==> src/include/walk_consts.svh <==
`ifndef WALK_CONSTS_SVH
`define WALK_CONSTS_SVH

// load-result and acknowledge ports of the load/store unit
`define PW_NUM_AGUS 2

// back-off cycles between a rejected walk load and its re-issue
`define PW_RETRY_DELAY 3'd4

// first physical address outside of the memory map
`define PW_PHYS_TOP 32'h8000_0000

// true when a physical address lies inside the memory map
`define PW_IS_LEGAL_ADDR(addr) ((addr) < `PW_PHYS_TOP)

`endif
==> src/logic/mmu_pkg.sv <==
package mmu_pkg;

    // translation request, held as a level by a TLB
    typedef struct packed {
        logic valid;
        logic [31:0] addr;
        logic [19:0] rootPpn;
    } WalkReq;

    // walk result, valid is a single-cycle pulse
    typedef struct packed {
        logic valid;
        logic busy;
        logic [1:0] rqId;
        logic superPage;
        logic pageFault;
        logic [21:0] ppn;
        logic [19:0] vpn;
        logic [2:0] rwx;
        logic globl;
        logic user;
    } WalkRes;

    // pointer view of a Sv32 PTE
    typedef struct packed {
        logic [21:0] ppn;
        logic [1:0] rsw;
        logic [3:0] unused;
        logic x;
        logic w;
        logic r;
        logic v;
    } PtePtr;

    // leaf view of a Sv32 PTE
    typedef struct packed {
        logic [11:0] ppn1;
        logic [9:0] ppn0;
        logic [1:0] rsw;
        logic d;
        logic a;
        logic g;
        logic u;
        logic x;
        logic w;
        logic r;
        logic v;
    } PteLeaf;

    typedef union packed {
        PtePtr ptr;
        PteLeaf leaf;
    } Pte;

    // decoded PTE as seen by the walk controller
    typedef struct packed {
        logic isPointer;
        logic [31:0] nextAddr;
        logic superPage;
        logic pageFault;
        logic [21:0] ppn;
        logic [2:0] rwx;
        logic globl;
        logic user;
    } PteInfo;

endpackage

==> src/logic/mem_pkg.sv <==
package mem_pkg;

    // walk load sent to the load/store unit
    typedef struct packed {
        logic valid;
        logic [31:0] addr;
    } PwLoadReq;

    // per-port acknowledge of an accepted load
    // walker loads are flagged as external, fail means the load was dropped
    typedef struct packed {
        logic valid;
        logic external;
        logic fail;
    } LoadAck;

    // load data returned on one result port
    // walker data comes back with doNotCommit set and tag zero
    typedef struct packed {
        logic valid;
        logic doNotCommit;
        logic [6:0] tag;
        logic [31:0] data;
    } LoadResult;

endpackage

==> src/logic/pageWalkUnit.sv <==
`timescale 1ns/1ps

`include "walk_consts.svh"

module pageWalkUnit
    import mem_pkg::*;
    import mmu_pkg::*;
#(
    parameter int NUM_RQS = 3
) (
    input  logic clk,
    input  logic rst,
    input  WalkReq rqs [NUM_RQS-1:0],
    input  logic ldStall,
    input  LoadAck ldAck [`PW_NUM_AGUS-1:0],
    input  LoadResult ldRes [`PW_NUM_AGUS-1:0],
    output PwLoadReq ldReq,
    output WalkRes res
);

    WalkReq sel;
    logic [1:0] selId;
    logic anyValid;
    logic resValid;
    PteInfo info;
    logic retryStart;
    logic retryDone;
    logic level;
    logic [31:0] vaddr;

    walkReqArbiter #(
        .NUM_RQS(NUM_RQS)
    ) arbiter (
        .rqs(rqs),
        .sel(sel),
        .selId(selId),
        .anyValid(anyValid)
    );

    walkController controller (
        .clk(clk),
        .rst(rst),
        .sel(sel),
        .selId(selId),
        .anyValid(anyValid),
        .ldStall(ldStall),
        .ldAck(ldAck),
        .resValid(resValid),
        .info(info),
        .retryDone(retryDone),
        .ldReq(ldReq),
        .res(res),
        .retryStart(retryStart),
        .level(level),
        .vaddr(vaddr)
    );

    retryTimer timer (
        .clk(clk),
        .rst(rst),
        .start(retryStart),
        .done(retryDone)
    );

    pteDecoder decoder (
        .ldRes(ldRes),
        .level(level),
        .vaddr(vaddr),
        .resValid(resValid),
        .info(info)
    );

endmodule

==> src/logic/walkController.sv <==
`timescale 1ns/1ps

`include "walk_consts.svh"

module walkController
    import mem_pkg::*;
    import mmu_pkg::*;
(
    input  logic clk,
    input  logic rst,
    input  WalkReq sel,
    input  logic [1:0] selId,
    input  logic anyValid,
    input  logic ldStall,
    input  LoadAck ldAck [`PW_NUM_AGUS-1:0],
    input  logic resValid,
    input  PteInfo info,
    input  logic retryDone,
    output PwLoadReq ldReq,
    output WalkRes res,
    output logic retryStart,
    output logic level,
    output logic [31:0] vaddr
);

    typedef enum logic [1:0] {
        IDLE,
        WAIT_LOAD,
        BACKOFF
    } WalkState;

    WalkState state;
    logic nack;

    always_comb begin
        nack = 1'b0;
        for (int i = 0; i < `PW_NUM_AGUS; i++) begin
            if (ldAck[i].valid && ldAck[i].external && ldAck[i].fail) begin
                nack = 1'b1;
            end
        end
    end

    // a NACK only matters once our load has left the strobe
    assign retryStart = (state == WAIT_LOAD) && !ldReq.valid && !resValid && nack;

    always_ff @(posedge clk or posedge rst) begin
        if (rst) begin
            state <= IDLE;
            ldReq <= '0;
            res <= '0;
            level <= 1'b0;
            vaddr <= 32'd0;
        end else begin
            res.valid <= 1'b0;

            case (state)
                IDLE: begin
                    // skip the result cycle, the finished requester still holds valid
                    if (anyValid && !res.valid) begin
                        state <= WAIT_LOAD;
                        level <= 1'b1;
                        vaddr <= sel.addr;
                        ldReq.valid <= 1'b1;
                        ldReq.addr <= {sel.rootPpn, sel.addr[31:22], 2'b00};
                        res <= '0;
                        res.rqId <= selId;
                        res.busy <= 1'b1;
                    end
                end

                WAIT_LOAD: begin
                    if (ldReq.valid) begin
                        // strobe stays up until the load unit takes it
                        if (!ldStall) begin
                            ldReq.valid <= 1'b0;
                        end
                    end else if (resValid) begin
                        if (info.isPointer) begin
                            level <= 1'b0;
                            ldReq.valid <= 1'b1;
                            ldReq.addr <= info.nextAddr;
                        end else begin
                            state <= IDLE;
                            res.valid <= 1'b1;
                            res.busy <= 1'b0;
                            res.superPage <= info.superPage;
                            res.pageFault <= info.pageFault;
                            res.ppn <= info.ppn;
                            res.vpn <= vaddr[31:12];
                            res.rwx <= info.rwx;
                            res.globl <= info.globl;
                            res.user <= info.user;
                        end
                    end else if (nack) begin
                        state <= BACKOFF;
                    end
                end

                BACKOFF: begin
                    // address is still in ldReq, only the strobe comes back
                    if (retryDone) begin
                        state <= WAIT_LOAD;
                        ldReq.valid <= 1'b1;
                    end
                end

                default: begin
                    state <= IDLE;
                end
            endcase
        end
    end

endmodule

==> src/logic/retryTimer.sv <==
`timescale 1ns/1ps

`include "walk_consts.svh"

module retryTimer (
    input  logic clk,
    input  logic rst,
    input  logic start,
    output logic done
);

    logic [2:0] count;

    // the acknowledge cycle itself is the first back-off cycle,
    // so the load goes out again PW_RETRY_DELAY cycles after the NACK
    always_ff @(posedge clk or posedge rst) begin
        if (rst) begin
            count <= 3'd0;
        end else if (start) begin
            count <= `PW_RETRY_DELAY - 3'd1;
        end else if (count != 3'd0) begin
            count <= count - 3'd1;
        end
    end

    // last back-off cycle, the count hits zero on the next edge
    assign done = (count == 3'd1);

endmodule

==> src/logic/pteDecoder.sv <==
`timescale 1ns/1ps

`include "walk_consts.svh"

module pteDecoder
    import mem_pkg::*;
    import mmu_pkg::*;
(
    input  LoadResult ldRes [`PW_NUM_AGUS-1:0],
    input  logic level,
    input  logic [31:0] vaddr,
    output logic resValid,
    output PteInfo info
);

    LoadResult walkLd;
    Pte pte;
    logic [31:0] nextAddr;
    logic [2:0] xwr;
    logic fault;

    // only one walk load is in flight, so at most one port carries our data
    always_comb begin
        walkLd = '0;
        for (int i = 0; i < `PW_NUM_AGUS; i++) begin
            if (ldRes[i].valid && ldRes[i].doNotCommit && ldRes[i].tag == 7'd0) begin
                walkLd = ldRes[i];
            end
        end
    end

    assign resValid = walkLd.valid;
    assign pte = walkLd.data;

    // level-0 address: PTE bits 29:10 followed by VPN0
    assign nextAddr = {pte.ptr.ppn[19:0], vaddr[21:12], 2'b00};
    assign xwr = {pte.leaf.x, pte.leaf.w, pte.leaf.r};

    always_comb begin
        fault = !pte.leaf.v || !pte.leaf.a;
        // no permission, write-only and write-execute are reserved encodings
        case (xwr)
            3'b000, 3'b010, 3'b110: fault = 1'b1;
            default: ;
        endcase
        // a superpage must be aligned to 4 MiB
        if (level && pte.leaf.ppn0 != 10'd0) begin
            fault = 1'b1;
        end
    end

    always_comb begin
        info = '0;
        info.isPointer = {pte.ptr.x, pte.ptr.w, pte.ptr.r, pte.ptr.v} == 4'b0001
                         && pte.ptr.ppn[21:20] == 2'b00
                         && level
                         && `PW_IS_LEGAL_ADDR(nextAddr);
        info.nextAddr = nextAddr;
        info.superPage = level;
        info.pageFault = fault;
        info.ppn = {pte.leaf.ppn1, pte.leaf.ppn0};
        if (!fault) begin
            // write is granted only once the page is already dirty
            info.rwx = {pte.leaf.r, pte.leaf.w && pte.leaf.d, pte.leaf.x};
            info.globl = pte.leaf.g;
            info.user = pte.leaf.u;
        end
    end

endmodule

==> src/logic/walkReqArbiter.sv <==
`timescale 1ns/1ps

module walkReqArbiter
    import mmu_pkg::*;
#(
    parameter int NUM_RQS = 3
) (
    input  WalkReq rqs [NUM_RQS-1:0],
    output WalkReq sel,
    output logic [1:0] selId,
    output logic anyValid
);

    always_comb begin
        sel = '0;
        selId = 2'd0;
        anyValid = 1'b0;
        // later indices overwrite earlier ones, so the highest valid index wins
        for (int i = 0; i < NUM_RQS; i++) begin
            if (rqs[i].valid) begin
                sel = rqs[i];
                selId = i[1:0];
                anyValid = 1'b1;
            end
        end
    end

endmodule

==> config.mk <==
export PLATFORM = sky130hd
export DESIGN_NAME = pageWalkUnit
export DESIGN_NICKNAME = d
export VERILOG_FILES = /design/src/logic/mmu_pkg.sv /design/src/logic/mem_pkg.sv /design/src/logic/pageWalkUnit.sv /design/src/logic/walkController.sv /design/src/logic/retryTimer.sv /design/src/logic/pteDecoder.sv /design/src/logic/walkReqArbiter.sv
export VERILOG_INCLUDE_DIRS = /design/src /design/src/include
export SDC_FILE = /design/constraint.sdc
export NUM_CORES = 1
export LEC_CHECK = 0
export BUFFER_PORTS_ARGS = -buffer_cell sky130_fd_sc_hd__buf_2
export CAP_MARGIN = 0
export CORE_AREA = 2 2 130 132
export DETAILED_ROUTE_END_ITERATION = 8
export DIE_AREA = 0 0 132 134
export PLACE_DENSITY_LB_ADDON = 0.12
export SKIP_CTS_REPAIR_TIMING = 1
export SLEW_MARGIN = 20
export SYNTH_ARGS = -nofsm -noshare
export SYNTH_HDL_FRONTEND = slang
export SYNTH_SLANG_ARGS = --single-unit
==> constraint.sdc <==
create_clock -name clk -period 10.2 [get_ports clk]
set_input_delay 1.53 -clock clk [delete_from_list [all_inputs] [get_ports clk]]
set_output_delay 1.53 -clock clk [all_outputs]
set_load 0.05 [all_outputs]
==> results by group <==
Status
  • Status: complete, no violations

Layout
  • Layout cell share with drive strength beyond 1: 42.0%
  • Layout Nets: 1112
  • Area occupied by multi-input gates: 0.00276 sq mm
  • Storage cell area: 0.00275 sq mm
  • Layout area overhead: 32.8%
  • Fillcell total: 1657
  • Final instance area: 0.00765 sq mm

STA
  • Final-report hold violation count: 0
  • Final Skew: 0.00979 ns
  • Setup violations, final: 0
  • Hold Slack: 0.482 ns
  • Pins over their slew limit: 0
  • Fmax: 0.220 GHz
  • Setup_tns: 0 ns
  • Final Cycle Share: 44.6%
  • Worst slew margin: 38.1%
  • Final worst slack: 5.65 ns
  • Worst Tran Pin Value: 0.926 ns
  • Final worst path period need: 4.55 ns
  • RSZ-0062 raised after global routing: no

Flow run
  • Number of max-cap violations: 0

Power
  • Leakage: 3.89 nW
  • VDD IR-drop max: 0.127 mV
  • Pwr dens: 237 mW/mm^2

Clocking
  • CTS H-tree depth: 3
  • TritonCTS Buffers: 9
  • CTS tree: done
  • CTS Buffer Depth: 2
  • CTS Root Cell: clkbuf_16
  • Clk_lat worst skew: 0.36 ns
  • Clk pin slew, worst setup/hold paths: 0.07 ns
  • CTS Sinks: 110

Logic synthesis
  • Dominant cells by area after synthesis: dfrtp_1, a21oi_1, a22oi_1
  • Yosys top cell by area: dfrtp_1
  • Netlist cell types: 54
  • Flops & latches, synth: 110
  • Synth warn: 0
  • Main combinational cell family by area after synthesis: compound AO/OA/AOI/OAI gates
  • Asr flop ratio synth: 100%
  • Synth Area in XOR/XNOR: 0.152%
  • Post-Synth Adder-Cell Area: 0.652%
  • Seq/Total Area, Yosys: 47.8%
  • Share of Yosys cell area claimed by the top area cell type: 47.8%
  • Avg Synthesized Cell Area: 9.68 sq um
  • Compound-cell area share of the yosys netlist: 27.2%
  • Post-synth EDFFs: 0
  • Ys flop type: dfrtp_1
  • Post-synthesis mux area share: 4.93%
  • Mapped Area: 0.00576 sq mm
  • Synth Instances: 595
  • Fraction of the mapped netlist area in simple logic gates: 14.6%

Route
  • Routed Wire Length: 20.5 mm
  • Antenna Nets Post-Route: 0
  • Wire length per cell: 18.9 um
  • Vias per cell: 5.34
  • Pre-antenna DRT Iters: 5
  • # DRC: 0
  • Iter 0 DRT Violations: 290
  • Via count: 5791

Setup path
  • Slowest stage delay, CP: 0.91 ns
  • CP cell instances: buf_2 > or4_4 > or4_1 > nor3b_4 > o21ai_2 > a21oi_4 > mux2_2
  • R2R cell count: 6
  • Setup CP Type: input port to flip-flop
  • Crit path depth: 7
  • Critical Path RT: 10.44 ns
  • CP max-delay cell: or4_1
  • Crit path DAT: 4.79 ns
  • CP Launch Type: input port
  • Top delay family on crit path: simple AND/OR/NAND/NOR gates
  • Crit-path max FO: 27
  • Crit end category: flip-flop
  • Buf/Inv on CP: 1

GRT
  • Largest net degree at the start of global routing: 83
  • Initial antenna violation count: 1
  • First-pass GRT wire length: 31.6 mm
  • Tot GR Track Use: 22.8%
  • Vias in the first global route: 5797
  • GR Overflow Total: 0

Floorplanning
  • Std-Cell Rows: 47
  • Die width: 132 um
  • Starting Density: 35.4%
  • Ports: 336
  • Die area: 0.0177 sq mm
  • Core area: 0.0163 sq mm
  • Die Y-Extent: 134 um

Min path
  • Hold path depth: 2
  • Hold Crit Class: flip-flop to flip-flop

Placed design
  • Placer Congestion: 0.905
  • Dpl ws: 5.28 ns
  • Hpwl dp: 15.8 mm
  • DP Area: 0.00736 sq mm
  • PortBufs: 293
-- report_power, final --
part	leakage, nW	switching (mW)	internal (mW)
combinational	2.30	0.569	0.259
clock	0.145	0.175	0.172
sequential	1.44	0.0816	0.553
-- per-layer routing --
layer | up-vias | share of wire [%] | global-route usage, %
met1 | 2817 | 42 | 28.1
met5 | - | 0 | 0
met3 | 25 | 5.7 | 5.37
met4 | 0 | 2.3 | 7.07
met2 | 215 | 50 | 39.9
li1 | 2734 | - | -
-- path summary, 6_finish.rpt --
check                                         start                   end  slack (ns)
worst min register to register   controller.res[49]    controller.res[49]        0.48
worst max register to register  controller.state[1]     controller.res[5]        7.32
max in group asynchronous                       rst  controller.vaddr[20]        7.67
worst max-delay path                      ldRes[73]  controller.ldReq[20]        5.65
min in group asynchronous                       rst  controller.vaddr[27]        1.20
worst min-delay path             controller.res[49]    controller.res[49]        0.48
-- cell usage after synthesis (2+ instances only) --
master / instances
buf_4: 5
nand2b_1: 4
buf_1: 7
mux2_4: 7
a21oi_1: 61
o22ai_1: 11
nor4_1: 5
o221a_1: 3
dfrtp_1: 110
inv_1: 9
a22oi_1: 40
a21o_1: 3
ha_1: 3
o21ai_0: 26
a22o_1: 33
o21ai_2: 2
and3_1: 12
clkbuf_1: 29
o221a_2: 9
buf_2: 6
o2bb2ai_1: 12
mux2_2: 15
nand3b_1: 4
nand2_1: 60
nand3_1: 14
o31ai_1: 2
or4_1: 5
nor3_1: 2
buf_6: 3
nor2_1: 59
o211ai_1: 3
nor3b_1: 3
a221o_1: 6
and2_1: 2
-- cell usage in the layout (no fill, tap or decap), types with 4 or more instances in the layout --
cell,count
buf_4,9
o22ai_1,11
a22o_1,33
or4_1,5
mux2_2,15
nand2b_1,4
buf_2,293
nor4_1,4
mux2_4,7
o2bb2ai_1,12
and3_1,12
nand3b_1,4
clkbuf_16,9
nand3_1,14
o221a_2,9
nor2_1,59
o21ai_0,26
a22oi_1,40
a21oi_1,61
a221o_1,6
dfrtp_1,110
nand2_1,60
inv_1,8
-- area by class of cell --
type                            instances  area share [%]
Timing Repair Buffer                  302            20.1
Multi-Input combinational cell        427            36.1
Sequential cell                       110            36.0
Clock buffer                            9            2.95
Clock inverter                          7           0.818
Antenna cell                            1          0.0327
Inverter                                9           0.475
Tap cell                              220            3.60
-- through the flow --
step           utilization, %  cells  total power, mW
4_1_cts                  46.9   1084             1.83
2_1_floorplan               -    596             1.24
3_5_place_dp             45.2   1068             1.48
3_3_place_gp             45.2   1068             1.46
5_1_grt                  46.9   1085             1.91
6_report                 46.9   1085             1.81
-- flip-flops by register name, indices dropped and copies added (netlist names) --
name and flops:
controller.level 1, controller.res 53, controller.vaddr 20, controller.ldReq 31, controller.state 2, timer.count 3
-- cell families (layout without fill, tap and decap cells) --
kind of cell,after synthesis,count (layout)
AO/OA/AOI/OAI,220,220
AND/OR/NAND/NOR,178,178
flip-flops,110,110
XOR/XNOR,1,1
buffers and inverters,59,327
other,1,3
multiplexers,23,23
adder cells (fa/ha/maj),3,3
-- tightest hold or removal path, stage by stage (launching register included) --
cell	delay [ns]
dfrtp_1	0.35
nand2_1	0.05
nand2_1	0.05
(Power assumes the default switching activity.)
